**src/source/vga_cfg.svh**
```systemverilog
`ifndef VGA_CFG_SVH
`define VGA_CFG_SVH

// Line timing in pixel clocks
`define VGA_H_TOTAL   976
`define VGA_H_ACTIVE  800
`define VGA_HS_START  840
`define VGA_HS_END    928

// Frame timing in lines
`define VGA_V_TOTAL   528
`define VGA_V_ACTIVE  480
`define VGA_VS_START  493
`define VGA_VS_END    496

// Tiles are 8x8 pixels
`define TILE_SHIFT    3
`define TILE_COLS     100
`define TILE_ROWS     60

`define TILE_ADDR_W   13
`define TILE_COUNT    (`TILE_COLS * `TILE_ROWS)

`endif

```
**src/source/vga_pkg.sv**
```systemverilog
`include "vga_cfg.svh"

package vga_pkg;

    typedef struct packed {
        logic red;
        logic green;
        logic blue;
    } color_t;

    typedef enum logic [1:0] {
        OP_CLEAR = 2'd0,
        OP_FILL  = 2'd1,
        OP_FRAME = 2'd2
    } opcode_e;

    typedef enum logic {
        ST_IDLE,
        ST_SWEEP
    } paint_state_e;

    typedef logic [6:0] tile_col_t;   // 0..99
    typedef logic [5:0] tile_row_t;   // 0..59
    typedef logic [`TILE_ADDR_W-1:0] tile_addr_t;

    // Row-major tile index
    function automatic tile_addr_t tile_addr(input tile_row_t row, input tile_col_t col);
        return tile_addr_t'(row) * tile_addr_t'(`TILE_COLS) + tile_addr_t'(col);
    endfunction

endpackage

```
**src/source/tile_bus_if.sv**
```systemverilog
`timescale 1ns/1ns

interface tile_bus_if;

    logic                req;
    logic                we;
    vga_pkg::tile_addr_t addr;
    vga_pkg::color_t     wdata;
    logic                gnt;
    vga_pkg::color_t     rdata;   // Valid the cycle after gnt

    modport requester (
        output req,
        output we,
        output addr,
        output wdata,
        input  gnt,
        input  rdata
    );

    modport arbiter (
        input  req,
        input  we,
        input  addr,
        input  wdata,
        output gnt,
        output rdata
    );

endinterface

```
**src/source/rect_painter.sv**
```systemverilog
`timescale 1ns/1ns
`include "vga_cfg.svh"

module rect_painter (
    input  logic               CLOCK_PIXEL,
    input  logic               RESET,
    input  logic               cmd_valid,
    input  vga_pkg::opcode_e   cmd_op,
    input  vga_pkg::tile_col_t cmd_x0,
    input  vga_pkg::tile_row_t cmd_y0,
    input  vga_pkg::tile_col_t cmd_x1,
    input  vga_pkg::tile_row_t cmd_y1,
    input  vga_pkg::color_t    cmd_color,
    output logic               cmd_busy,
    tile_bus_if.requester      bus
);

    vga_pkg::paint_state_e state;
    vga_pkg::opcode_e      op_q;
    vga_pkg::tile_col_t    x0_q;
    vga_pkg::tile_col_t    x1_q;
    vga_pkg::tile_col_t    cur_x;
    vga_pkg::tile_row_t    y0_q;
    vga_pkg::tile_row_t    y1_q;
    vga_pkg::tile_row_t    cur_y;
    vga_pkg::color_t       color_q;
    logic                  accept;
    logic                  step;
    logic                  last_x;
    logic                  last_y;
    logic                  edge_row;

    assign accept   = cmd_valid && (state == vga_pkg::ST_IDLE);
    assign step     = bus.gnt && (state == vga_pkg::ST_SWEEP);   // One tile per grant
    assign last_x   = (cur_x == x1_q);
    assign last_y   = (cur_y == y1_q);
    assign edge_row = (cur_y == y0_q) || (cur_y == y1_q);

    always_ff @(posedge CLOCK_PIXEL or posedge RESET) begin
        if (RESET) begin
            state <= vga_pkg::ST_IDLE;
        end else begin
            case (state)
                vga_pkg::ST_IDLE: begin
                    if (accept)
                        state <= vga_pkg::ST_SWEEP;
                end
                vga_pkg::ST_SWEEP: begin
                    if (step && last_x && last_y)
                        state <= vga_pkg::ST_IDLE;
                end
                default: state <= vga_pkg::ST_IDLE;
            endcase
        end
    end

    // Command latch and cursor
    always_ff @(posedge CLOCK_PIXEL) begin
        if (accept) begin
            op_q <= cmd_op;
            if (cmd_op == vga_pkg::OP_CLEAR) begin
                x0_q    <= '0;
                y0_q    <= '0;
                x1_q    <= vga_pkg::tile_col_t'(`TILE_COLS - 1);
                y1_q    <= vga_pkg::tile_row_t'(`TILE_ROWS - 1);
                cur_x   <= '0;
                cur_y   <= '0;
                color_q <= '0;   // Black
            end else begin
                x0_q    <= cmd_x0;
                y0_q    <= cmd_y0;
                x1_q    <= cmd_x1;
                y1_q    <= cmd_y1;
                cur_x   <= cmd_x0;
                cur_y   <= cmd_y0;
                color_q <= cmd_color;
            end
        end else if (step) begin
            if (last_x) begin
                cur_x <= x0_q;
                cur_y <= cur_y + 1'b1;
            end else if (op_q == vga_pkg::OP_FRAME && !edge_row) begin
                cur_x <= x1_q;   // Jump over the interior
            end else begin
                cur_x <= cur_x + 1'b1;
            end
        end
    end

    assign bus.req   = (state == vga_pkg::ST_SWEEP);
    assign bus.we    = 1'b1;
    assign bus.addr  = vga_pkg::tile_addr(cur_y, cur_x);
    assign bus.wdata = color_q;

    assign cmd_busy = (state == vga_pkg::ST_SWEEP);

endmodule

```
**src/flat_wrapper.sv**
```systemverilog
// flat-port wrapper written by rule: the top's interface ports become plain ports
module rect_painter_flat 
  (CLOCK_PIXEL, RESET, cmd_valid, cmd_op, cmd_x0, cmd_y0, cmd_x1, cmd_y1, cmd_color, cmd_busy, bus_req, bus_we, bus_addr, bus_wdata, bus_gnt, bus_rdata);
  tile_bus_if bus_i ();
  input  logic CLOCK_PIXEL;
  input  logic RESET;
  input  logic cmd_valid;
  input  vga_pkg::opcode_e cmd_op;
  input  vga_pkg::tile_col_t cmd_x0;
  input  vga_pkg::tile_row_t cmd_y0;
  input  vga_pkg::tile_col_t cmd_x1;
  input  vga_pkg::tile_row_t cmd_y1;
  input  vga_pkg::color_t cmd_color;
  output logic cmd_busy;
  output wire logic [$bits(bus_i.req)-1:0] bus_req;
  output wire logic [$bits(bus_i.we)-1:0] bus_we;
  output wire logic [$bits(bus_i.addr)-1:0] bus_addr;
  output wire logic [$bits(bus_i.wdata)-1:0] bus_wdata;
  input wire logic [$bits(bus_i.gnt)-1:0] bus_gnt;
  input wire logic [$bits(bus_i.rdata)-1:0] bus_rdata;
  assign bus_req = bus_i.req;
  assign bus_we = bus_i.we;
  assign bus_addr = bus_i.addr;
  assign bus_wdata = bus_i.wdata;
  assign bus_i.gnt = bus_gnt;
  assign bus_i.rdata = bus_rdata;
  rect_painter u_core (.CLOCK_PIXEL(CLOCK_PIXEL), .RESET(RESET), .cmd_valid(cmd_valid), .cmd_op(cmd_op), .cmd_x0(cmd_x0), .cmd_y0(cmd_y0), .cmd_x1(cmd_x1), .cmd_y1(cmd_y1), .cmd_color(cmd_color), .cmd_busy(cmd_busy), .bus(bus_i));
endmodule
```
**config.mk**
```make
export PLATFORM = sky130hd
export DESIGN_NAME = rect_painter_flat
export DESIGN_NICKNAME = d
export VERILOG_FILES = /design/src/source/vga_pkg.sv /design/src/source/tile_bus_if.sv /design/src/source/rect_painter.sv /design/src/flat_wrapper.sv
export VERILOG_INCLUDE_DIRS = /design/src /design/src/source
export SDC_FILE = /design/constraint.sdc
export NUM_CORES = 1
export LEC_CHECK = 0
export BUFFER_PORTS_ARGS = -buffer_cell sky130_fd_sc_hd__buf_4
export CORE_MARGIN = 1
export CORE_UTILIZATION = 25
export DETAILED_ROUTE_END_ITERATION = 12
export PLACE_DENSITY = 0.53
export SLEW_MARGIN = 30
export SYNTH_ARGS = -nofsm -noshare
export SYNTH_HDL_FRONTEND = slang
export SYNTH_SLANG_ARGS = --single-unit
```
**constraint.sdc**
```tcl
create_clock -name CLOCK_PIXEL -period 2.7 [get_ports CLOCK_PIXEL]
set_input_delay 0.27 -clock CLOCK_PIXEL [delete_from_list [all_inputs] [get_ports CLOCK_PIXEL]]
set_output_delay 0.27 -clock CLOCK_PIXEL [all_outputs]
set_load 0.05 [all_outputs]
```
==> flow_summary_export.csv <==
group,metric,value,unit
placed_design,placed_cell_area,0.004051,sq mm
timing,setup_slack,-0.6120,ns
critical_path,worstPathCellList,"buf_6 > ha_4 > ha_4 > ha_4 > ha_2 > nand3_2 > a21oi_4 > mux2_4 > o2111ai_4 > xnor2_4 > buf_6",
route,routed_wl,6596,microns
pwr,finalPower,1.608,mW
grt,grt_max_degree,31,
yosys,syn_nets,344,
critical_path,crit_family,"adder cells",
timing,report.final.hold_viol_count,0,
yosys,async_reset_ff_share,2.222,%
timing,fmax,0.3019,GHz
final_layout,utilization,39.12,%
floorplan,die_w,112.0,microns
route,drtAntennaViolNets,0,
critical_path,worstPathArrival,3.04,ns
timing,fin_crit,3.312,ns
min_path,hold_path_class,"in2reg",
pwr,p_leak,1.753,nW
pwr,ir_drop,0.2254,mV
flow_run,maxCapViolCount,0,
grt,grt_pass1_vias,2287,
route,drc,3,
cts,h-tree-depth,2,
grt,grt_overflow_total,0,
floorplan,std_cell_rows,39,
cts,cts_buffers,5,
cts,clock-root-buffer,"clkbuf_16",
placed_design,place_hpwl,5149,microns
floorplan,dieHeight,112.0,microns
grt,grt_use_total,10.83,%
placed_design,port_buffers,52,
yosys,avgSynthCellArea,10.96,sq um
grt,grt_pass1_wl,10960,microns
route,post_drt_wl_per_cell,12.88,microns
yosys,ys_ff_latch,45,
route,vias_per_cell,4.449,
cts,cts_tree,"built",
final_layout,instances_no_fill,512,
placed_design,dp_slack,-0.4969,ns
critical_path,crit_path_max_fanout,2,
floorplan,core-area,0.01161,sq mm
timing,finClkSkew,0.004452,ns
final_layout,final_nets,436,
timing,setup_viol,6,
yosys,ys_seq_area_share,44.52,%
route,drt_iter0_drc,152,
yosys,synth_warnings,0,
critical_path,crit_path_top_delay_cell,"edfxtp_1",
yosys,synth.distinct_cells,41,
critical_path,worstSetupPathType,"reg2out",
yosys,postSynthCellCount,276,
yosys,synth_edf_count,44,
grt,antenna_found_initial,0,
route,firstDrtPassIters,8,
final_layout,stdcell_area,0.004543,sq mm
run_status,status,"complete, but fails checks",
placed_design,dp_cells,494,
cts,insertion_delay,0.28,ns
cts,cts.path.max_buffers,2,
timing,period_share,122.7,%
critical_path,cp_num_buf_inv,2,
final_layout,n_antenna_cell,0,
final_layout,synthToLayoutAreaGrowth,50.23,%
cts,clk_pin_slew,0.06,ns
final_layout,drive_gt1_share,42.82,%
timing,rsz0062_at_grt,"yes",
cts,cts.sinks,45,
critical_path,critPathCaptureType,"output pin",
floorplan,initial_core_util,26.04,%
route,num_vias,2278,
floorplan,io_pins,57,
pwr,p_per_area,353.8,mW/mm^2
timing,drv_slew,0,
run_status,violations,"design-rule violations, negative setup slack",
critical_path,worstSetupStartpointType,"flop",
critical_path,required,2.43,ns
yosys,synthesis.area,0.003024,sq mm
placed_design,gp_congestion,0.7964,
floorplan,dieArea,0.01254,sq mm
yosys,synth_flop_cell,"edfxtp_1",
critical_path,cp_common_cell,"ha_4",
critical_path,max_stage_delay,0.42,ns
==> report_power, final <==
part           total [mW]  switching (mW)  internal, mW  leakage (nW)
clock network       0.585           0.246         0.339        0.0696
registers           0.783         0.00792         0.775         0.410
logic               0.239           0.124         0.115          1.27
==> metrics by stage <==
stage | setup TNS [ns] | hold slack, ns
6_report | -2.429 | 0.1675
5_1_grt | -3.078 | 0.1655
4_1_cts | -2.685 | 0.1633
3_5_place_dp | -1.535 | 0.1185
3_3_place_gp | -1.430 | 0.1186
2_1_floorplan | -1.326 | -0.001286
==> cells by family after synthesis <==
group	Yosys count	share of synthesized area [%]
AND/OR/NAND/NOR	88	15.93
AO/OA/AOI/OAI	47	11.01
flip-flops	45	44.52
XOR/XNOR	39	11.30
adder cells (fa/ha/maj)	30	12.91
buffers and inverters	24	3.475
multiplexers	2	0.7447
other	1	0.1240
==> synthesized netlist by cell type, types with 4 or more instances <==
library cell	number	area [sq um]
ha_1	28	350.3
clkbuf_1	7	26.28
a21oi_1	10	50.05
o31ai_1	6	45.04
xnor2_1	13	113.9
nand2_1	16	60.06
inv_1	12	45.04
o21ai_0	8	40.04
nor2_1	10	37.54
buf_4	4	30.03
xor2_1	26	227.7
and2_1	22	137.6
nor3_1	11	55.05
nand3_1	7	35.03
edfxtp_1	44	1321
a32oi_1	6	52.55
nand2b_1	11	68.82
==> cell usage in the layout, fill, tap and decap left out, types with 5 or more instances in the layout <==
| cell type | synthesis | routed |
|---|---|---|
| o21ai_0 | 8 | 6 |
| xor2_1 | 26 | 23 |
| clkbuf_16 | 0 | 5 |
| ha_1 | 28 | 12 |
| a21oi_1 | 10 | 6 |
| a32oi_1 | 6 | 6 |
| nand2_1 | 16 | 12 |
| buf_4 | 4 | 83 |
| edfxtp_1 | 44 | 44 |
| nand2b_1 | 11 | 11 |
| nor3_1 | 11 | 10 |
| xnor2_1 | 13 | 8 |
| inv_1 | 12 | 10 |
| nor2_1 | 10 | 8 |
| buf_6 | 0 | 12 |
| ha_4 | 0 | 15 |
| and2_1 | 22 | 22 |
| o31ai_1 | 6 | 6 |
==> flip-flops by register name, summed over array words and instances (netlist names) <==
name,cells
u_core.op_q,2
u_core.cur_y,6
u_core.bus.wdata,3
u_core.bus.req,1
u_core.x1_q,7
u_core.y0_q,6
u_core.cur_x,7
u_core.x0_q,7
u_core.y1_q,6
==> worst paths after layout <==
| kind | startpoint | slack (ns) | depth (start not counted) | end |
|---|---|---|---|---|
| setup / recovery | u_core.cur_y[2] | -0.61 | 11 | bus_addr[12] |
| hold / removal | cmd_op[0] | 0.17 | 1 | u_core.op_q[0] |
| setup reg to reg | u_core.cur_y[1] | 0.29 | 8 | u_core.cur_x[1] |
| hold reg to reg | u_core.x0_q[6] | 0.59 | 2 | u_core.cur_x[6] |
| max in group asynchronous | RESET | 2.24 | 3 | u_core.bus.req |
| min in group asynchronous | RESET | 0.37 | 3 | u_core.bus.req |
==> per-layer routing <==
| layer | part of all wire [%] | vias to the layer above | GRT usage [%] |
|---|---|---|---|
| met4 | 0.61 | 0 | 3.289 |
| met1 | 48 | 1049 | 14.65 |
| li1 | - | 1171 | - |
| met3 | 3.4 | 5 | 1.851 |
| met5 | 0 | - | 0 |
| met2 | 48 | 53 | 17.68 |
==> area by class of cell <==
cell class	count	area (sq um)
clock buffer	5	125.1
clock inverter	3	17.52
fill	1115	7071
inverter	12	45.04
multi-input combinational	207	2042
sequential	45	1346
tap	143	178.9
timing repair buffer	97	788.3
==> repair_timing <==
item / CTS / global route
hold endpoints to repair: 1 / 0
hold buffers: 1 / 0
cloned: 0 / 0
setup endpoints to repair: 6 / 7
gates resized for setup: 30 / 14
setup buffers: 10 / 1
pin swaps: 16 / 7
Note: power is estimated with default switching activity, not from simulation.
