## src/source/vga_cfg.svh

```systemverilog
`ifndef VGA_CFG_SVH
`define VGA_CFG_SVH

// Line timing in pixel clocks
`define VGA_H_TOTAL   976
`define VGA_H_ACTIVE  800
`define VGA_HS_START  840
`define VGA_HS_END    928

// Frame timing in lines
`define VGA_V_TOTAL   528
`define VGA_V_ACTIVE  480
`define VGA_VS_START  493
`define VGA_VS_END    496

// Tiles are 8x8 pixels
`define TILE_SHIFT    3
`define TILE_COLS     100
`define TILE_ROWS     60

`define TILE_ADDR_W   13
`define TILE_COUNT    (`TILE_COLS * `TILE_ROWS)

`endif

```

## src/source/vga_timing.sv

```systemverilog
`timescale 1ns/1ns
`include "vga_cfg.svh"

module vga_timing (
    input  logic        CLOCK_PIXEL,
    input  logic        RESET,
    output logic [10:0] h_count,
    output logic [9:0]  v_count,
    output logic        active,
    output logic        hs,
    output logic        vs
);

    logic h_last;
    logic v_last;

    assign h_last = (h_count == 11'(`VGA_H_TOTAL - 1));
    assign v_last = (v_count == 10'(`VGA_V_TOTAL - 1));

    always_ff @(posedge CLOCK_PIXEL or posedge RESET) begin
        if (RESET) begin
            h_count <= '0;
            v_count <= '0;
        end else if (h_last) begin
            h_count <= '0;
            if (v_last)
                v_count <= '0;   // End of frame
            else
                v_count <= v_count + 10'd1;
        end else begin
            h_count <= h_count + 11'd1;
        end
    end

    assign active = (h_count < 11'(`VGA_H_ACTIVE)) && (v_count < 10'(`VGA_V_ACTIVE));

    // Raw sync levels, positive polarity
    assign hs = (h_count >= 11'(`VGA_HS_START)) && (h_count < 11'(`VGA_HS_END));
    assign vs = (v_count >= 10'(`VGA_VS_START)) && (v_count < 10'(`VGA_VS_END));

endmodule

```

## config.mk

```make
export PLATFORM = sky130hd
export DESIGN_NAME = vga_timing
export DESIGN_NICKNAME = d
export VERILOG_FILES = /design/src/source/vga_timing.sv
export VERILOG_INCLUDE_DIRS = /design/src /design/src/source
export SDC_FILE = /design/constraint.sdc
export NUM_CORES = 1
export LEC_CHECK = 0
export ABC_AREA = 1
export BUFFER_PORTS_ARGS = -buffer_cell sky130_fd_sc_hd__buf_2
export CAP_MARGIN = 30
export CORE_MARGIN = 3
export CORE_UTILIZATION = 53
export DETAILED_ROUTE_END_ITERATION = 10
export PLACE_DENSITY = 0.9
export SLEW_MARGIN = 40
export SYNTH_ARGS = -nofsm -noshare
export SYNTH_HDL_FRONTEND = slang
export SYNTH_SLANG_ARGS = --single-unit
```

## constraint.sdc

```tcl
create_clock -name CLOCK_PIXEL -period 1.8 [get_ports CLOCK_PIXEL]
set_input_delay 0.45 -clock CLOCK_PIXEL [delete_from_list [all_inputs] [get_ports CLOCK_PIXEL]]
set_output_delay 0.45 -clock CLOCK_PIXEL [all_outputs]
set_load 0.02 [all_outputs]
```

==> results.yml, run 1 <==
outcome:
  status: "complete, but fails checks"
  violations: "setup timing"
worst_setup_path:
  cp_common_cell: "inv_2"
  crit_path_top_delay_cell: "dfrtp_2"
  crit_chain: "inv_2 > ha_4 > inv_2 > o21ai_2 > nor2_1 > buf_4"
  worstSetupPathType: "reg2out"
  startpoint_type: "register"
  crit_buf_inv: 3
  worstPathMaxFanout: 3
  critPathTopFamily: "flip-flops"
  critPathRequiredTime_ns: 1.35
  slowest_delay_ns: 0.46
  critical_path_arrival_ns: 1.37
  worstSetupEndpointType: "primary output"
synth:
  synth_compound_area_share_pct: 5.289
  yosysTopAreaCellShare_pct: 41.92
  synth_area_leaders: "dfrtp_1 42%, inv_1 9.0%, nand2_1 9.0%"
  syn-mean-instance-area_um2: 7.787
  synth_cell_type_count: 22
  yosys_register_bits: 21
  synth_adder_area_share_pct: 4.990
  synth_area_um2: 1254
  seq_area_frac_synth_pct: 41.92
  synth_simple_gate_area_share_pct: 31.94
  syn_inst: 161
  synthMuxAreaShare_pct: 0
  synth_top_area_cell: "dfrtp_1"
  yosys_warnings: 0
  synth_top_family_by_area: "simple AND/OR/NAND/NOR gates"
  synth_xor_area_share_pct: 6.287
  syn_nets: 168
timing:
  final.setup.tns_ns: -0.02359
  fin_skew_ns: 0.009713
  max_clock_freq_ghz: 0.5484
  setup-violations-final: 1
  slew-limit-headroom_pct: 77.63
  hold_viol: 0
  fin_hold_ws_ns: 0.07312
  timing.final.crit_share_pct: 101.3
  drv_slew: 0
  fin_ws_ns: -0.02359
  grt_setup_unrepaired: "true"
  worstMarginPinSlew_ns: 0.3351
  finalCriticalPeriod_ns: 1.824
finish:
  fin_area_um2: 1620
  areaGrowthSynthToFinish_pct: 29.24
  final_util_pct: 77.08
  seqCellArea_um2: 529.3
  finalNonFillerCells: 235
  drive_above_1_share_pct: 35.58
  fillers: 135
  multi_input_area_um2: 645.6
  finalNetCount: 216
  diodes: 0
floorplanning:
  dieArea_um2: 2985
  start_util_pct: 59.64
  core_um2: 2102
  die_w_um: 54.64
  boundaryPins: 26
  num_rows: 16
  die_h_um: 54.64
power_and_ir_drop:
  total_power_mw: 0.7185
  leakage_nw: 0.9290
  ir_drop_v: 0.0005072
  power.density_nw_per_um2: 443.4
clock_network:
  ctsHtreeMaxLevel: 1
  cts_hold_buffers: 0
  clkSinkCount: 21
  ctsLongestPathBuffers: 2
  clk_latency_ns: 0.31
  cts_tree: "yes"
  path_clk_slew_ns: 0.12
  numCtsBuffers: 3
  root_buffer: "clkbuf_4"
placement:
  dp_hpwl_mm: 2.030
  placed_area_um2: 1420
  dp_cells: 214
  dp_worst_setup_slack_ns: 0.2792
  gp_congestion: 0.8561
  portBuffers: 25
route:
  drcViolationCount: 0
  drt-initial-drc-count: 26
  drt_pass1_iterations: 4
  wirelength_mm: 3.206
  wl_per_cell_um: 13.64
  routed-via-count: 1234
  drtAntennaViolNets: 0
  viasPerCell: 5.251
global_route:
  grt_pass1_vias: 1158
  grt_pass1_wl_mm: 4.843
  grt_max_degree: 14
  antenna_found_initial: 0
  overflow: 0
  track_usage_pct: 22.94
run:
  cap_violations: 0
hold_path:
  min_path_type: "in2async"
## power by group
group	leakage (nW)	total, mW	internal (mW)	switching (mW)
sequential	0.274	0.472	0.472	0
clock	0.0150	0.235	0.0867	0.148
combinational	0.640	0.0119	0.00232	0.00954
## routing by layer
metal	up-vias	part of all wire (%)	track usage, %
met3	11	4.8	3.270
met4	0	3.2	14.11
met1	587	42	27.13
met5	-	0	0
li1	591	-	-
met2	45	50	38.78
## flip-flops by register name (all words and copies together), names as in the netlist
name / cells
h_count: 11
v_count: 10
## cell families after synthesis
logic type	Yosys count
AO/OA/AOI/OAI	13
XOR/XNOR	9
AND/OR/NAND/NOR	81
buffers and inverters	32
adder cells (fa/ha/maj)	5
flip-flops	21
## path summary, 6_finish.rpt
check | from | endpoint | slack, ns | cells after the start
setup / recovery | v_count[0] | vs | -0.02 | 6
hold / removal | RESET | h_count[0] | 0.07 | 2
setup reg to reg | v_count[0] | v_count[9] | 0.14 | 7
hold reg to reg | h_count[0] | h_count[0] | 0.53 | 1
max in group asynchronous | RESET | v_count[4] | 1.23 | 3
min in group CLOCK_PIXEL | h_count[0] | h_count[0] | 0.53 | 1
## cell usage after synthesis, drive strengths merged
cell type	number
nand4	1
xnor2	1
nand3b	1
nor3	3
nand3	16
nand2	36
o21ai	8
nor2	24
a31oi	1
a21oi	4
inv	32
dfrtp	21
ha	5
xor2	8
## what timing repair did
item / 4_1_cts / 5_1_grt
setup buffers: 6 / 11
pin swaps: 1 / 3
resized for setup: 4 / 14
setup endpoints to repair: 3 / 3
endpoints found under the hold margin: 0 / 0
## cell usage in the layout (no fill, tap or decap), drive strengths merged
| master | n |
|---|---|
| nand3 | 16 |
| xor2 | 8 |
| nand2 | 36 |
| a31oi | 1 |
| ha | 5 |
| nand4 | 1 |
| inv | 32 |
| nor2 | 24 |
| clkbuf | 4 |
| o21ai | 8 |
| buf | 43 |
| dfrtp | 21 |
| a21oi | 4 |
| nand3b | 1 |
| xnor2 | 1 |
| nor3 | 3 |
## worst reg2reg max path, cell delays in order (launching register included)
cell and delay, ns:
dfrtp_2 0.43, buf_4 0.15, ha_1 0.19, inv_1 0.06, nor2_1 0.23, nand3_1 0.25, nor2_1 0.20, nor2_2 0.06
## final cells by class
| class | count | area share, % |
|---|---|---|
| clock buffer | 4 | 1.622 |
| multi-input combinational | 108 | 39.85 |
| sequential | 21 | 32.66 |
| timing repair buffer | 43 | 16.37 |
| tap | 27 | 2.085 |
| inverter | 32 | 7.413 |
Note: power is estimated with default switching activity, not from simulation.
==> inputs of run 2 (changes only) <==
--- a/config.mk
+++ b/config.mk
@@ -11,7 +11,9 @@
 export CAP_MARGIN = 30
 export CORE_MARGIN = 3
 export CORE_UTILIZATION = 53
+export CTS_BUF_LIST = sky130_fd_sc_hd__clkbuf_4 sky130_fd_sc_hd__clkbuf_8 sky130_fd_sc_hd__clkbuf_16
 export DETAILED_ROUTE_END_ITERATION = 10
+export HOLD_SLACK_MARGIN = 0.12
 export PLACE_DENSITY = 0.9
 export SLEW_MARGIN = 40
 export SYNTH_ARGS = -nofsm -noshare
==> run 2 against run 1 <==
- the run now ends clean
- worst hold slack better by 0.45 ns
- non-clock buffer count is 1 higher
- power is 1.9% higher
- via count is 0.57% higher
- combinational power is 13% higher
- clock power is 5% higher
- core utilization is 0.60 points higher
- setup slack better by 0.041 ns
- design area is 0.77% higher
- critical path depth stayed put
- global-route usage is 0.12 points higher
- clock skew is 0.0029 ns lower
- critical endpoint unchanged
==> results.yml, run 2 (synthesized netlist as in run 1, its figures left out) <==
finish:
  drive_above_1_share_pct: 35.41
  diodes: 0
  largestRegisters: "h_count: 11 flops, v_count: 10 flops"
  fin_area_um2: 1633
  finalNetCount: 217
  top_register: "h_count"
  final_common_cell: "nand2_1"
  areaGrowthSynthToFinish_pct: 30.24
  final_util_pct: 77.68
  final_cell_mix: "30 x nand2_1, 26 x inv_1, 23 x buf_2"
  largest_register_ffs: 11
  fillers: 136
clock_network:
  clk_latency_ns: 0.31
  cts_tree: "yes"
  path_clk_slew_ns: 0.12
  numCtsBuffers: 3
  root_buffer: "clkbuf_4"
  ctsLongestPathBuffers: 2
  clkSinkCount: 21
  ctsHtreeMaxLevel: 1
hold_path:
  min_path_cells: 1
  min_path_type: "reg2reg"
placement:
  dp_hpwl_mm: 2.030
  placed_area_um2: 1420
  gp_congestion: 0.8561
  portBuffers: 25
power_and_ir_drop:
  ir_drop_v: 0.0005105
  power.density_nw_per_um2: 448.4
  sequentialPowerShare_pct: 64.4
  clockPowerShare_pct: 33.7
  switching_share_pct: 21.20
  p_int_mw: 0.5769
  leakage_nw: 0.9383
  comb_power_share_pct: 1.8
  p_sw_mw: 0.1552
timing:
  timing.final.crit_share_pct: 99.01
  slew-limit-headroom_pct: 77.88
  fin_skew_ns: 0.006815
  grt_setup_unrepaired: "true"
  fin_hold_ws_ns: 0.5277
  max_clock_freq_ghz: 0.5611
  setup-violations-final: 0
  worstMarginPinSlew_ns: 0.3314
  hold_viol: 0
  drv_slew: 0
  finalCriticalPeriod_ns: 1.782
  final.setup.tns_ns: 0
floorplanning:
  boundaryPins: 26
  core_um2: 2102
  die_w_um: 54.64
  die_h_um: 54.64
  dieArea_um2: 2985
  start_util_pct: 59.64
  num_rows: 16
global_route:
  grt_pass1_wl_mm: 4.871
  grt_pass1_vias: 1158
  overflow: 0
  grt_max_degree: 14
  antenna_found_initial: 0
  track_usage_pct: 23.06
route:
  drt-initial-drc-count: 36
  viasPerCell: 5.258
  drt_pass1_iterations: 4
  drcViolationCount: 0
  wirelength_mm: 3.191
  routed-via-count: 1241
  drtAntennaViolNets: 0
  wl_per_cell_um: 13.52
run:
  cap_violations: 0
worst_setup_path:
  critPathRequiredTime_ns: 1.35
  worstPathMaxFanout: 3
  worstSetupPathType: "reg2out"
  startpoint_type: "register"
  critical_path_arrival_ns: 1.33
  reg2regPathDepth: 7
  worstSetupEndpointType: "primary output"
outcome:
  status: "finished, final reports clean"
[run 2: layout make-up]
| cell class | instances | area (um^2) | share of cell area, % |
|---|---|---|---|
| clock buffers | 4 | 30.03 | 1.839 |
| repair buffers | 44 | 275.3 | 16.86 |
| well taps | 27 | 33.78 | 2.069 |
| multi-input cells | 108 | 645.6 | 39.54 |
| inverters | 32 | 120.1 | 7.356 |
| flip-flops and latches | 21 | 528.0 | 32.34 |
[run 2: layer usage]
metal,vias to the layer above,track usage (%),share of wire (%)
li1,586,-,-
met1,583,26.96,41
met4,0,12.45,4.2
met5,-,0,0
met3,10,2.452,5.7
met2,62,40.75,49
[run 2: timing repair]
action | 4_1_cts | 5_1_grt
endpoints found under the setup margin | 3 | 3
setup buffers | 6 | 11
pin swaps | 1 | 3
endpoints found under the hold margin | 8 | 0
gates resized for setup | 4 | 13
hold buffers | 1 | 0
gates cloned | 0 | 0
[run 2: path summary, 6_finish.rpt]
| kind | start | endpoint | slack, ns |
|---|---|---|---|
| hold reg to reg | h_count[0] | h_count[0] | 0.53 |
| setup / recovery | v_count[0] | vs | 0.02 |
| hold / removal | h_count[0] | h_count[0] | 0.53 |
| max in group asynchronous | RESET | v_count[0] | 0.67 |
| setup reg to reg | v_count[0] | v_count[9] | 0.13 |
| min in group asynchronous | RESET | h_count[0] | 0.63 |
[run 2: through the flow]
stage | power (mW) | std cells | setup slack (ns)
after floorplan | 0.4878 | 161 | 0.1585
after global placement | 0.4929 | 214 | 0.3191
after detailed placement | 0.4934 | 214 | 0.2792
after CTS | 0.7392 | 225 | 0.004613
after global routing | 0.7535 | 236 | -0.03776
final | 0.7321 | 236 | 0.01789
[run 2: power by group through the flow]
stage               Sequential (mW)  Clock, mW  Combinational, mW
CTS                           0.472      0.253             0.0144
global route                  0.472      0.266             0.0159
global placement              0.481          0             0.0122
floorplan                     0.481          0            0.00705
finish                        0.472      0.247             0.0135
detailed placement            0.481          0             0.0128
[run 2: worst max-delay path: stages, from the launching register on]
cell and delay [ns]:
dfrtp_2 0.46, inv_2 0.09, ha_4 0.12, inv_2 0.03
o21ai_2 0.10, nor2_1 0.06, buf_4 0.15
==> inputs of run 3 (changes only) <==
--- a/config.mk
+++ b/config.mk
@@ -10,11 +10,11 @@
 export BUFFER_PORTS_ARGS = -buffer_cell sky130_fd_sc_hd__buf_2
 export CAP_MARGIN = 30
 export CORE_MARGIN = 3
-export CORE_UTILIZATION = 53
-export CTS_BUF_LIST = sky130_fd_sc_hd__clkbuf_4 sky130_fd_sc_hd__clkbuf_8 sky130_fd_sc_hd__clkbuf_16
+export CORE_UTILIZATION = 56
+export CTS_BUF_LIST = sky130_fd_sc_hd__clkbuf_8
 export DETAILED_ROUTE_END_ITERATION = 10
-export HOLD_SLACK_MARGIN = 0.12
-export PLACE_DENSITY = 0.9
+export HOLD_SLACK_MARGIN = 0.06
+export PLACE_DENSITY = 0.93
 export SLEW_MARGIN = 40
 export SYNTH_ARGS = -nofsm -noshare
 export SYNTH_HDL_FRONTEND = slang
==> run 3 against run 2 <==
- the flow now finishes with violations (setup timing)
- cell count is 3.8% lower
- worst hold slack lost 0.33 ns
- largest cell class unchanged
- non-clock buffer count down 9
==> results.yml, run 3 (synthesized netlist as in run 1, its figures left out) <==
power_and_ir_drop:
  power.density_nw_per_um2: 512.7
  total_power_mw: 0.7871
  leakage_nw: 0.8930
  ir_drop_v: 0.0004419
finish:
  fillers: 145
  top_register: "h_count"
  areaGrowthSynthToFinish_pct: 22.45
  final_cell_mix: "31 x inv_1, 30 x nand2_1, 25 x buf_2"
  finalNonFillerCells: 227
  diodes: 0
  fin_area_um2: 1535
  largestRegisters: "h_count: 11 flops, v_count: 10 flops"
  largest_register_ffs: 11
  drive_above_1_share_pct: 28.00
  finalNetCount: 208
  final_common_cell: "inv_1"
clock_network:
  clk_latency_ns: 0.26
  ctsLongestPathBuffers: 2
  ctsHtreeMaxLevel: 1
  cts_hold_buffers: 0
  path_clk_slew_ns: 0.08
  numCtsBuffers: 3
  root_buffer: "clkbuf_8"
  cts_tree: "yes"
  clkSinkCount: 21
worst_setup_path:
  startpoint_type: "register"
  r2r_setup_slack_ns: 0.17
  worstPathMaxFanout: 3
  slowest_delay_ns: 0.43
  worstSetupEndpointType: "primary output"
  crit_path_top_delay_cell: "dfrtp_2"
  worstSetupPathType: "reg2out"
  critical_path_arrival_ns: 1.38
  crit_chain: "inv_1 > ha_1 > inv_1 > o21ai_0 > nor2_1 > buf_2"
  critPathTopFamily: "flip-flops"
  critPathRequiredTime_ns: 1.35
  cp_common_cell: "inv_1"
  crit_buf_inv: 3
route:
  drtAntennaViolNets: 0
  viasPerCell: 5.132
  routed-via-count: 1165
  drt_pass1_iterations: 4
  wl_per_cell_um: 12.48
  wirelength_mm: 2.833
  drt-initial-drc-count: 42
  drcViolationCount: 0
global_route:
  grt_pass1_vias: 988
  grt_max_degree: 22
  overflow: 0
  antenna_found_initial: 0
  track_usage_pct: 20.12
  grt_pass1_wl_mm: 4.146
placement:
  gp_congestion: 0.8637
  placed_area_um2: 1420
  portBuffers: 25
  dp_hpwl_mm: 1.929
  dp_cells: 214
  dp_worst_setup_slack_ns: 0.2726
timing:
  worstMarginPinSlew_ns: 0.2764
  max_clock_freq_ghz: 0.5470
  timing.final.crit_share_pct: 101.6
  fin_skew_ns: 0.004549
  fin_ws_ns: -0.02816
  setup-violations-final: 1
  drv_slew: 0
  finalCriticalPeriod_ns: 1.828
  slew-limit-headroom_pct: 81.57
  hold_viol: 0
floorplanning:
  num_rows: 16
  boundaryPins: 26
  dieArea_um2: 2842
  die_w_um: 53.32
  core_um2: 2042
  die_h_um: 53.32
  start_util_pct: 61.40
run:
  cap_violations: 0
outcome:
  status: "complete, but fails checks"
  violations: "setup timing"
hold_path:
  min_path_type: "in2async"
-- run 3: final cells by class --
type | count | area (um^2) | area share [%]
clock inverter | 1 | 3.754 | 0.2445
tap | 27 | 33.78 | 2.200
sequential | 21 | 528.0 | 34.39
timing repair buffer | 35 | 200.2 | 13.04
inverter | 32 | 120.1 | 7.824
multi-input combinational | 108 | 608.1 | 39.61
clock buffer | 3 | 41.29 | 2.689
-- run 3: metal layers --
metal | GRT usage [%] | up-vias | wire (um)
li1 | - | 569 | -
met1 | 24.16 | 547 | 1162
met2 | 35.92 | 42 | 1476
met3 | 2.535 | 7 | 143
met4 | 7.660 | 0 | 51
met5 | 0 | - | 0
-- run 3: power breakdown --
part	internal (mW)	total [mW]	switching (mW)
clock network	0.152	0.304	0.152
registers	0.471	0.471	0
logic	0.00237	0.0118	0.00946
total	0.626	0.787	0.161
-- run 3: final timing paths --
check,startpoint,end,depth (start not counted)
worst max-delay path,v_count[0],vs,6
worst min-delay path,RESET,v_count[9],3
worst max register to register,v_count[0],v_count[9],7
worst min register to register,v_count[1],v_count[1],2
max in group asynchronous,RESET,v_count[1],3
min in group CLOCK_PIXEL,v_count[1],v_count[1],2
-- run 3: stage by stage --
| stage | utilization (%) | hold WS (ns) | TNS [ns] |
|---|---|---|---|
| after global placement | 69.55 | 0.4865 | 0 |
| final | 75.18 | 0.2020 | -0.02816 |
| after CTS | 71.81 | 0.2132 | 0 |
| after global routing | 75.18 | 0.2379 | -0.08061 |
| after detailed placement | 69.55 | 0.4932 | 0 |
| after floorplan | - | 0.4265 | 0 |
-- run 3: worst register-to-register path: cells and delay by family, from the launching register on --
family	cells	cell delay [ns]
AND/OR/NAND/NOR	4	0.76
flip-flops	1	0.39
buffers and inverters	2	0.19
adder cells (fa/ha/maj)	1	0.18
-- run 3: timing repair --
action	4_1_cts	5_1_grt
gates resized for setup	1	1
buffers inserted	0	9
setup endpoints to repair	1	2
pin swaps	0	1
cloned	0	0
