### config.mk
export PLATFORM = sky130hd
export DESIGN_NAME = pixel_fetch_flat
export DESIGN_NICKNAME = d
export VERILOG_FILES = /design/src/source/vga_pkg.sv /design/src/source/tile_bus_if.sv /design/src/source/pixel_fetch.sv /design/src/flat_wrapper.sv
export VERILOG_INCLUDE_DIRS = /design/src /design/src/source
export SDC_FILE = /design/constraint.sdc
export NUM_CORES = 1
export LEC_CHECK = 0
export BUFFER_PORTS_ARGS = -buffer_cell sky130_fd_sc_hd__clkbuf_2
export CAP_MARGIN = 15
export CORE_UTILIZATION = 46
export DETAILED_ROUTE_END_ITERATION = 10
export PLACE_DENSITY = 0.85
export RECOVER_POWER = 100
export SYNTH_ARGS = -nofsm -noshare
export SYNTH_HDL_FRONTEND = slang
export SYNTH_SLANG_ARGS = --single-unit
### constraint.sdc
create_clock -name CLOCK_PIXEL -period 5.1 [get_ports CLOCK_PIXEL]
set_input_delay 1.02 -clock CLOCK_PIXEL [delete_from_list [all_inputs] [get_ports CLOCK_PIXEL]]
set_output_delay 1.02 -clock CLOCK_PIXEL [all_outputs]
set_load 0.02 [all_outputs]
### src/source/vga_cfg.svh
`ifndef VGA_CFG_SVH
`define VGA_CFG_SVH

// Line timing in pixel clocks
`define VGA_H_TOTAL   976
`define VGA_H_ACTIVE  800
`define VGA_HS_START  840
`define VGA_HS_END    928

// Frame timing in lines
`define VGA_V_TOTAL   528
`define VGA_V_ACTIVE  480
`define VGA_VS_START  493
`define VGA_VS_END    496

// Tiles are 8x8 pixels
`define TILE_SHIFT    3
`define TILE_COLS     100
`define TILE_ROWS     60

`define TILE_ADDR_W   13
`define TILE_COUNT    (`TILE_COLS * `TILE_ROWS)

`endif

### src/source/vga_pkg.sv
`include "vga_cfg.svh"

package vga_pkg;

    typedef struct packed {
        logic red;
        logic green;
        logic blue;
    } color_t;

    typedef enum logic [1:0] {
        OP_CLEAR = 2'd0,
        OP_FILL  = 2'd1,
        OP_FRAME = 2'd2
    } opcode_e;

    typedef enum logic {
        ST_IDLE,
        ST_SWEEP
    } paint_state_e;

    typedef logic [6:0] tile_col_t;   // 0..99
    typedef logic [5:0] tile_row_t;   // 0..59
    typedef logic [`TILE_ADDR_W-1:0] tile_addr_t;

    // Row-major tile index
    function automatic tile_addr_t tile_addr(input tile_row_t row, input tile_col_t col);
        return tile_addr_t'(row) * tile_addr_t'(`TILE_COLS) + tile_addr_t'(col);
    endfunction

endpackage

### src/source/tile_bus_if.sv
`timescale 1ns/1ns

interface tile_bus_if;

    logic                req;
    logic                we;
    vga_pkg::tile_addr_t addr;
    vga_pkg::color_t     wdata;
    logic                gnt;
    vga_pkg::color_t     rdata;   // Valid the cycle after gnt

    modport requester (
        output req,
        output we,
        output addr,
        output wdata,
        input  gnt,
        input  rdata
    );

    modport arbiter (
        input  req,
        input  we,
        input  addr,
        input  wdata,
        output gnt,
        output rdata
    );

endinterface

### src/source/pixel_fetch.sv
`timescale 1ns/1ns
`include "vga_cfg.svh"

module pixel_fetch (
    input  logic         CLOCK_PIXEL,
    input  logic         RESET,
    input  logic [10:0]  h_count,
    input  logic [9:0]   v_count,
    input  logic         active,
    input  logic         hs,
    input  logic         vs,
    tile_bus_if.requester bus,
    output logic         vga_red,
    output logic         vga_green,
    output logic         vga_blue,
    output logic         vga_hs,
    output logic         vga_vs
);

    logic            active_d1;
    logic            active_d2;
    logic            hs_d1;
    logic            hs_d2;
    logic            vs_d1;
    logic            vs_d2;
    vga_pkg::color_t pix_color;

    // Read-only port, one tile lookup per visible pixel
    assign bus.req   = active;
    assign bus.we    = 1'b0;
    assign bus.wdata = '0;
    assign bus.addr  = vga_pkg::tile_addr(v_count[`TILE_SHIFT+5:`TILE_SHIFT],
                                          h_count[`TILE_SHIFT+6:`TILE_SHIFT]);

    always_ff @(posedge CLOCK_PIXEL or posedge RESET) begin
        if (RESET) begin
            active_d1 <= 1'b0;
            active_d2 <= 1'b0;
            hs_d1     <= 1'b0;
            hs_d2     <= 1'b0;
            vs_d1     <= 1'b0;
            vs_d2     <= 1'b0;
        end else begin
            active_d1 <= active;
            active_d2 <= active_d1;
            hs_d1     <= hs;
            hs_d2     <= hs_d1;
            vs_d1     <= vs;
            vs_d2     <= vs_d1;
        end
    end

    always_ff @(posedge CLOCK_PIXEL) begin
        pix_color <= bus.rdata;   // Lines up with active_d2
    end

    assign vga_red   = active_d2 & pix_color.red;
    assign vga_green = active_d2 & pix_color.green;
    assign vga_blue  = active_d2 & pix_color.blue;
    assign vga_hs    = hs_d2;
    assign vga_vs    = vs_d2;

endmodule

### src/flat_wrapper.sv
// flat-port wrapper written by rule: the top's interface ports become plain ports
module pixel_fetch_flat 
  (CLOCK_PIXEL, RESET, h_count, v_count, active, hs, vs, vga_red, vga_green, vga_blue, vga_hs, vga_vs, bus_req, bus_we, bus_addr, bus_wdata, bus_gnt, bus_rdata);
  tile_bus_if bus_i ();
  input  logic CLOCK_PIXEL;
  input  logic RESET;
  input  logic [10:0] h_count;
  input  logic [9:0] v_count;
  input  logic active;
  input  logic hs;
  input  logic vs;
  output logic vga_red;
  output logic vga_green;
  output logic vga_blue;
  output logic vga_hs;
  output logic vga_vs;
  output wire logic [$bits(bus_i.req)-1:0] bus_req;
  output wire logic [$bits(bus_i.we)-1:0] bus_we;
  output wire logic [$bits(bus_i.addr)-1:0] bus_addr;
  output wire logic [$bits(bus_i.wdata)-1:0] bus_wdata;
  input wire logic [$bits(bus_i.gnt)-1:0] bus_gnt;
  input wire logic [$bits(bus_i.rdata)-1:0] bus_rdata;
  assign bus_req = bus_i.req;
  assign bus_we = bus_i.we;
  assign bus_addr = bus_i.addr;
  assign bus_wdata = bus_i.wdata;
  assign bus_i.gnt = bus_gnt;
  assign bus_i.rdata = bus_rdata;
  pixel_fetch u_core (.CLOCK_PIXEL(CLOCK_PIXEL), .RESET(RESET), .h_count(h_count), .v_count(v_count), .active(active), .hs(hs), .vs(vs), .bus(bus_i), .vga_red(vga_red), .vga_green(vga_green), .vga_blue(vga_blue), .vga_hs(vga_hs), .vga_vs(vga_vs));
endmodule
==> reports/metrics.cfg, run 1 <==
[synthesis]
synth_cell_types=33
synth_edf_count=0
synthXorXnorAreaFrac_pct=9.09
synth.most_common_cell=ha_1
yosys-mux-area-fraction_pct=0
synth_simple_gate_area_share_pct=13.2
synth_compound_area_share_pct=12.9
ys.flop_type=dfrtp_1
netlist_area_um2=1060
synthAdderAreaFrac_pct=36.8
synth-seq-area-share_pct=19.8
synth_warnings=0
syn_avg_cell_area_um2=9.63
synth_top_area_share_pct=33.1
synth_top_area_cell=ha_1
ys_ff_latch=9
synthTopCellsByCount=28 x ha_1, 8 x inv_1, 7 x buf_4, 7 x xnor2_1
async_flop_share_pct=66.7
synth_top_family_by_area=adder cells
synth_area_leaders=ha_1 33%, dfrtp_1 14%, xnor2_1 5.8%, dfxtp_1 5.7%, buf_4 5.0%
synthCells=110

[critical_path]
critPathMaxStageDelay_ps=470
end_kind=output port
crit_fanout=4
ff2ff_path_depth=0
crit_type=primary input to output port
r2r_start=u_core.vs_d1
start_kind=primary input
cp_num_buf_inv=2
worst_path_most_repeated_cell=ha_1
critical-path-top-delay-family=adder cells
crit_chain=clkbuf_2 > ha_1 > ha_1 > ha_1 > fa_1 > xor2_1 > nand2_1 > nor3_1 > o21ai_0 > xnor2_1 > clkbuf_2
slowest_stage=fa_1
reg2reg_slack_ps=4610
crit_arrival_ps=3760
r2r_end=u_core.vga_vs
cp.required_ps=4080

[detailed_routing]
initialDrtViolationCount=13
wl_met2_um=1060
routedWlPerCell_um=11.1
routed_wl_um=1930
viasPerCell=5.13
drc=0
m1WireLength_um=778
drtPass1Iterations=4
route.met3.wl_um=74
ant_nets=0
dr.max_layer_used=met4
num_vias=888

[min_path]
hold_depth=0
hp-class=flop to flop
hold-path-endpoint=u_core.active_d2
hold_start=u_core.active_d1

[power]
comb_power_share_pct=64.2
vdd.ir_drop.worst_mv=0.267
clkPwrFrac_pct=14.4
p_int_mw=0.189
p_per_area_nw_per_um2=288
swShare_pct=46.6
p_seq_share_pct=21.4
leakagePower_nw=0.655
switching_power_mw=0.165

[layout]
area_growth_syn_to_layout_pct=16.3
n_fill_cell=208
antenna_cells=0
final_area_um2=1230
nets=206
drive_above_1_share_pct=17.9

[floorplan]
initial_core_util_pct=48.4
die_y_um=50
die_w_um=50
ios=53
core_um2=2190
dieArea_um2=2500
rows=17

[grt]
grt_max_degree=9
track_usage_pct=15.9
antenna_found_initial=0
grt_pass1_wl_um=3090
grt-ovfl-total=0
first_global_vias=833

[place]
gp_congestion=0.769
dp_hpwl_um=1710
port_buffers=35
place_area_um2=1230

[sta]
finalClockSkew_ps=5.46
fmax_ghz=0.209
final-setup-viol-count=0
drv_slew=0
rsz0062_at_grt=no
fin_crit_sh_pct=93.8
fin_crit_ps=4780
fin_setup_tns_ps=0
hold_viol=0

[clock_network]
clkLatencyLatePin_ps=250
cts_resized=0
cts.sinks=9
hold_buffers=0
cts_buffer_depth=2
htreeDepth=1
numCtsBuffers=3
path_clk_slew_ps=60
post_cts_buffers=0
cts_tree=done
root_buffer=clkbuf_4

[status]
status=completed

[flow_run]
max-cap-violations=0

[cell usage in the layout (no fill, tap or decap), types with 4 or more instances in the layout]
master	instances
ha_1	28
clkbuf_2	21
clkbuf_1	15
inv_1	8
xnor2_1	7
o21ai_0	6
nor2_1	6
dfrtp_1	6
xor2_1	4
and2_1	4
conb_1	4
[layer usage]
metal  track usage (%)  vias up
li1                  -      449
met1              17.7      417
met2              30.2       20
met3              2.78        2
met4              4.29        0
met5                 0        -
[cells by family after synthesis]
logic type,after synthesis
flip-flops,9
XOR/XNOR,11
AO/OA/AOI/OAI,20
adder cells (fa/ha/maj),30
buffers and inverters,15
other,1
AND/OR/NAND/NOR,24
[area by class of cell]
type	instances	area, µm²	area share (%)
clock buffers	4	26.3	2.13
inverters	8	30.0	2.44
multi-input cells	89	773	62.7
flip-flops and latches	9	210	17.1
well taps	28	35.0	2.84
repair buffers	35	158	12.8
[worst max path at each step]
stage               start            to  slack (ps)  cells past startpoint
3_5_place_dp   v_count[4]  bus_addr[12]         320                     11
4_1_cts        v_count[4]  bus_addr[12]         310                     11
6_report       v_count[4]  bus_addr[10]         320                     11
5_1_grt        v_count[4]  bus_addr[10]         120                     11
3_3_place_gp   v_count[4]  bus_addr[12]         390                     11
2_1_floorplan  v_count[4]  bus_addr[12]         580                      9
[per-stage QoR]
step | worst slack (ps) | instances | hold WS, ps | power (mW) | util [%]
after floorplan | 579 | 113 | 331 | 0.254 | -
after global placement | 393 | 169 | 336 | 0.305 | 56.1
after detailed placement | 324 | 169 | 340 | 0.313 | 56.1
after CTS | 310 | 173 | 354 | 0.367 | 57.3
after global routing | 118 | 173 | 357 | 0.383 | 56.3
final | 319 | 173 | 350 | 0.355 | 56.3
[power by group through the flow]
stage	combinational, mW	sequential (mW)	clock, mW
2_1_floorplan	0.176	0.0778	0
3_3_place_gp	0.228	0.0769	0
3_5_place_dp	0.236	0.0772	0
4_1_cts	0.238	0.0760	0.0531
5_1_grt	0.250	0.0761	0.0567
6_report	0.228	0.0759	0.0512
[registers in the layout (all words and copies together), names as in the netlist]
signal / flops
u_core.pix_color: 3
u_core.active_d1: 1
u_core.active_d2: 1
u_core.hs_d1: 1
u_core.vga_hs: 1
u_core.vga_vs: 1
u_core.vs_d1: 1
(Power assumes the default switching activity.)
==> run 2: changes to the inputs <==
Settings changed: BUFFER_PORTS_ARGS -buffer_cell sky130_fd_sc_hd__clkbuf_2 to -buffer_cell sky130_fd_sc_hd__buf_2, MAX_ROUTING_LAYER from default to met4.
==> run 2 against run 1 <==
Net effect: global-route usage is 1.6 points higher; worst hold slack improved by 15 ps; routed wire length is 4.6% higher; clock skew down 1.9 ps; non-clock buffer count stayed put; critical endpoint is now bus_addr[12].
==> reports/metrics.cfg, run 2 (same netlist as run 1, synthesis figures left out) <==
[detailed_routing]
wl_met2_um=1080
ant_nets=0
route.met3.wl_um=86
dr.max_layer_used=met4
routed_wl_um=2010
drc=0
num_vias=888
viasPerCell=5.13
initialDrtViolationCount=6
drtPass1Iterations=4
m1WireLength_um=809
routedWlPerCell_um=11.6

[clock_network]
hold_buffers=0
post_cts_buffers=0
htreeDepth=1
path_clk_slew_ps=60
clkLatencyLatePin_ps=260
cts.sinks=9
cts_buffer_depth=2
cts_resized=0
numCtsBuffers=3
root_buffer=clkbuf_4
cts_tree=done

[sta]
hold_viol=0
fmax_ghz=0.208
tightest_slew_ps=531
hold-worst-slack_ps=365
finalClockSkew_ps=3.59
rsz0062_at_grt=no
fin_crit_ps=4800
final-setup-viol-count=0
fin_setup_tns_ps=0
drv_slew=0
worst_slack_ps=299
relSlewSlack_pct=64.2
fin_crit_sh_pct=94.1

[critical_path]
crit_type=primary input to output port
end_kind=output port
crit_arrival_ps=3780
start_kind=primary input
ff2ff_path_depth=0
cp.required_ps=4080
crit_fanout=4
reg2reg_slack_ps=4610

[floorplan]
rows=17
die_y_um=50
initial_core_util_pct=48.4
core_um2=2190
ios=53
dieArea_um2=2500
die_w_um=50

[min_path]
hold_depth=0
hp-class=flop to flop

[place]
placed_cells=169
gp_congestion=0.777
dp_hpwl_um=1730
port_buffers=35
dp_slack_ps=312

[grt]
grt_max_degree=9
antenna_found_initial=0
first_global_vias=862
grt_pass1_wl_um=3190
track_usage_pct=17.5
grt-ovfl-total=0

[power]
p_per_area_nw_per_um2=290
vdd.ir_drop.worst_mv=0.240
leakagePower_nw=0.649

[layout]
final_cell_mix=28 x ha_1, 20 x buf_2, 16 x clkbuf_1, 8 x inv_1, 7 x xnor2_1
final_common_cell=ha_1
antenna_cells=0
nets=206
fin_cells=173
drive_above_1_share_pct=17.2
top_register=u_core.pix_color
largest_register_ffs=3
area_growth_syn_to_layout_pct=16.2

[flow_run]
max-cap-violations=0

[status]
status=completed

run 2: cell types whose count changed in the layout (fill, tap and decap cells not counted):
cell,change
buf_2,+20
clkbuf_1,+1
clkbuf_2,-21
run 2: power by group:
group / switching, mW / internal [mW]
combinational: 0.144 / 0.0841
clock: 0.0232 / 0.0300
sequential: 0.00127 / 0.0747
run 2: layout make-up:
| cell class | instances | area [µm²] |
|---|---|---|
| Clock buffer | 4 | 26.3 |
| Sequential cell | 9 | 210 |
| Tap cell | 28 | 35.0 |
| Fill cell | 202 | 960 |
| Multi-Input combinational cell | 89 | 773 |
| Timing Repair Buffer | 35 | 156 |
| Inverter | 8 | 30.0 |
run 2: critical path: stages:
cell and delay, ps:
buf_2 130, ha_1 300, ha_1 300, ha_1 320, fa_1 480, xor2_1 280
nand2_1 90, nor3_1 310, o2111ai_1 200, xor2_1 170, buf_2 180
run 2: through the flow:
stage | instance area (µm²) | util, % | power, mW
floorplan | 1070 | - | 0.254
global placement | 1230 | 56.1 | 0.304
detailed placement | 1230 | 56.1 | 0.313
CTS | 1250 | 57.3 | 0.369
global route | 1230 | 56.2 | 0.384
finish | 1230 | 56.2 | 0.357
run 2: layer usage:
layer  global-route usage (%)  vias up
li1                         -      447
met1                     16.5      407
met2                     32.7       30
met3                     2.78        4
met4                     10.5        0
met5                        -        -
run 2: path summary, 6_finish.rpt:
| path | from | to |
|---|---|---|
| setup / recovery | v_count[4] | bus_addr[12] |
| hold reg to reg | u_core.vs_d1 | u_core.vga_vs |
| max in group asynchronous | RESET | u_core.active_d1 |
| setup reg to reg | u_core.active_d1 | u_core.active_d2 |
| hold / removal | u_core.vs_d1 | u_core.vga_vs |
| min in group asynchronous | RESET | u_core.vga_vs |
==> run 3: changes to the inputs <==
--- a/constraint.sdc
+++ b/constraint.sdc
@@ -3,2 +3,2 @@
 set_output_delay 1.02 -clock CLOCK_PIXEL [all_outputs]
-set_load 0.02 [all_outputs]
+set_load 0.005 [all_outputs]
==> run 3 against run 2 <==
Net effect: critical path depth unchanged; clock skew down 3.5 ps; utilization is 0.51 points higher; largest cell class unchanged; largest power group unchanged.
==> reports/metrics.cfg, run 3 (same netlist as run 1, synthesis figures left out) <==
[status]
status=completed

[sta]
fin_crit_sh_pct=92.6
fmax_ghz=0.212
rsz0062_at_grt=no
fin_setup_tns_ps=0
relSlewSlack_pct=65.3
tightest_slew_ps=515
drv_slew=0
finalClockSkew_ps=0.0896
fin_crit_ps=4720
hold_viol=0
final-setup-viol-count=0

[clock_network]
cts.sinks=9
path_clk_slew_ps=50
numCtsBuffers=3
cts_tree=done
cts_buffer_depth=2
cts_resized=0
root_buffer=clkbuf_4
htreeDepth=1
hold_buffers=0
clkLatencyLatePin_ps=240
post_cts_buffers=0

[place]
gp_congestion=0.777
place_area_um2=1230
dp_hpwl_um=1680
port_buffers=35

[layout]
n_fill_cell=197
final_util_pct=56.7
antenna_cells=0
nets=206
top_register=u_core.pix_color
largest_register_ffs=3
final_area_um2=1240
final_cell_mix=28 x ha_1, 26 x buf_2, 8 x inv_1, 7 x xnor2_1, 7 x clkbuf_1
area_growth_syn_to_layout_pct=17.2
final_common_cell=ha_1
drive_above_1_share_pct=23.4

[power]
swShare_pct=38.8
p_int_mw=0.192
p_seq_share_pct=24.2
switching_power_mw=0.121
leakagePower_nw=0.675
clkPwrFrac_pct=16.3
comb_power_share_pct=59.5
p_per_area_nw_per_um2=252
vdd.ir_drop.worst_mv=0.183

[critical_path]
crit_chain=buf_2 > ha_1 > ha_1 > ha_1 > fa_1 > xor2_1 > nand2_1 > nor3_1 > o2111ai_1 > xor2_1 > clkbuf_2
slowest_stage=fa_1
crit_type=primary input to output port
critPathMaxStageDelay_ps=480
crit_fanout=4
ff2ff_path_depth=0
reg2reg_slack_ps=4630
cp.required_ps=4080
crit_arrival_ps=3700
end_kind=output port
critical-path-top-delay-family=adder cells
r2r_start=u_core.hs_d1
start_kind=primary input
r2r_end=u_core.vga_hs
worst_path_most_repeated_cell=ha_1
cp_num_buf_inv=2

[min_path]
hold_start=u_core.active_d1
hold_depth=0
hold-path-endpoint=u_core.active_d2
hp-class=flop to flop

[grt]
grt_pass1_wl_um=3130
grt_max_degree=9
antenna_found_initial=0
first_global_vias=825
grt-ovfl-total=0
track_usage_pct=17.2

[detailed_routing]
drtPass1Iterations=4
routed_wl_um=1950
ant_nets=0
viasPerCell=5.03
initialDrtViolationCount=8
routedWlPerCell_um=11.3
drc=0
num_vias=871

[floorplan]
dieArea_um2=2500
initial_core_util_pct=48.4
die_y_um=50
die_w_um=50
core_um2=2190
rows=17
ios=53

[flow_run]
max-cap-violations=0

[run 3: cell count changes in the layout (fill, tap and decap cells not counted), sizes merged]
| cell | previous run | this run |
|---|---|---|
| buf | 20 | 26 |
| clkbuf | 19 | 13 |
[run 3: routing by layer]
layer  part of all wire [%]  track usage (%)
met1                     42             18.9
met3                    3.4             1.85
met2                     53             29.6
met4                    2.0             10.0
met5                      0                -
[run 3: layout make-up]
class                      count  area (µm²)  share of cell area [%]
clock buffer                   4        26.3                    2.11
multi-input combinational     89         773                    62.2
timing repair buffer          35         168                    13.5
sequential                     9         210                    16.9
inverter                       8        30.0                    2.42
tap                           28        35.0                    2.82
[run 3: how the worst max path moves through the flow]
stage / from / endpoint / cells after the start / slack [ps]
floorplan: v_count[4] / bus_addr[12] / 9 / 780
global placement: v_count[4] / bus_addr[12] / 11 / 440
detailed placement: v_count[4] / bus_addr[12] / 11 / 380
CTS: v_count[4] / bus_addr[12] / 11 / 380
global route: v_count[4] / bus_addr[10] / 11 / 130
finish: v_count[4] / bus_addr[12] / 11 / 380
[run 3: stage by stage]
stage                     instances  power (mW)  worst slack [ps]  hold WS, ps
after floorplan                 113       0.209               782          331
after global placement          169       0.261               438          336
after detailed placement        169       0.269               379          338
after CTS                       173       0.323               376          355
after global routing            173       0.346               128          360
final                           173       0.313               380          350
[run 3: power by group through the flow]
stage / logic (mW) / registers [mW] / clock network (mW)
2_1_floorplan: 0.132 / 0.0769 / 0
3_3_place_gp: 0.184 / 0.0768 / 0
3_5_place_dp: 0.191 / 0.0770 / 0
4_1_cts: 0.193 / 0.0758 / 0.0538
5_1_grt: 0.211 / 0.0759 / 0.0594
6_report: 0.186 / 0.0758 / 0.0511
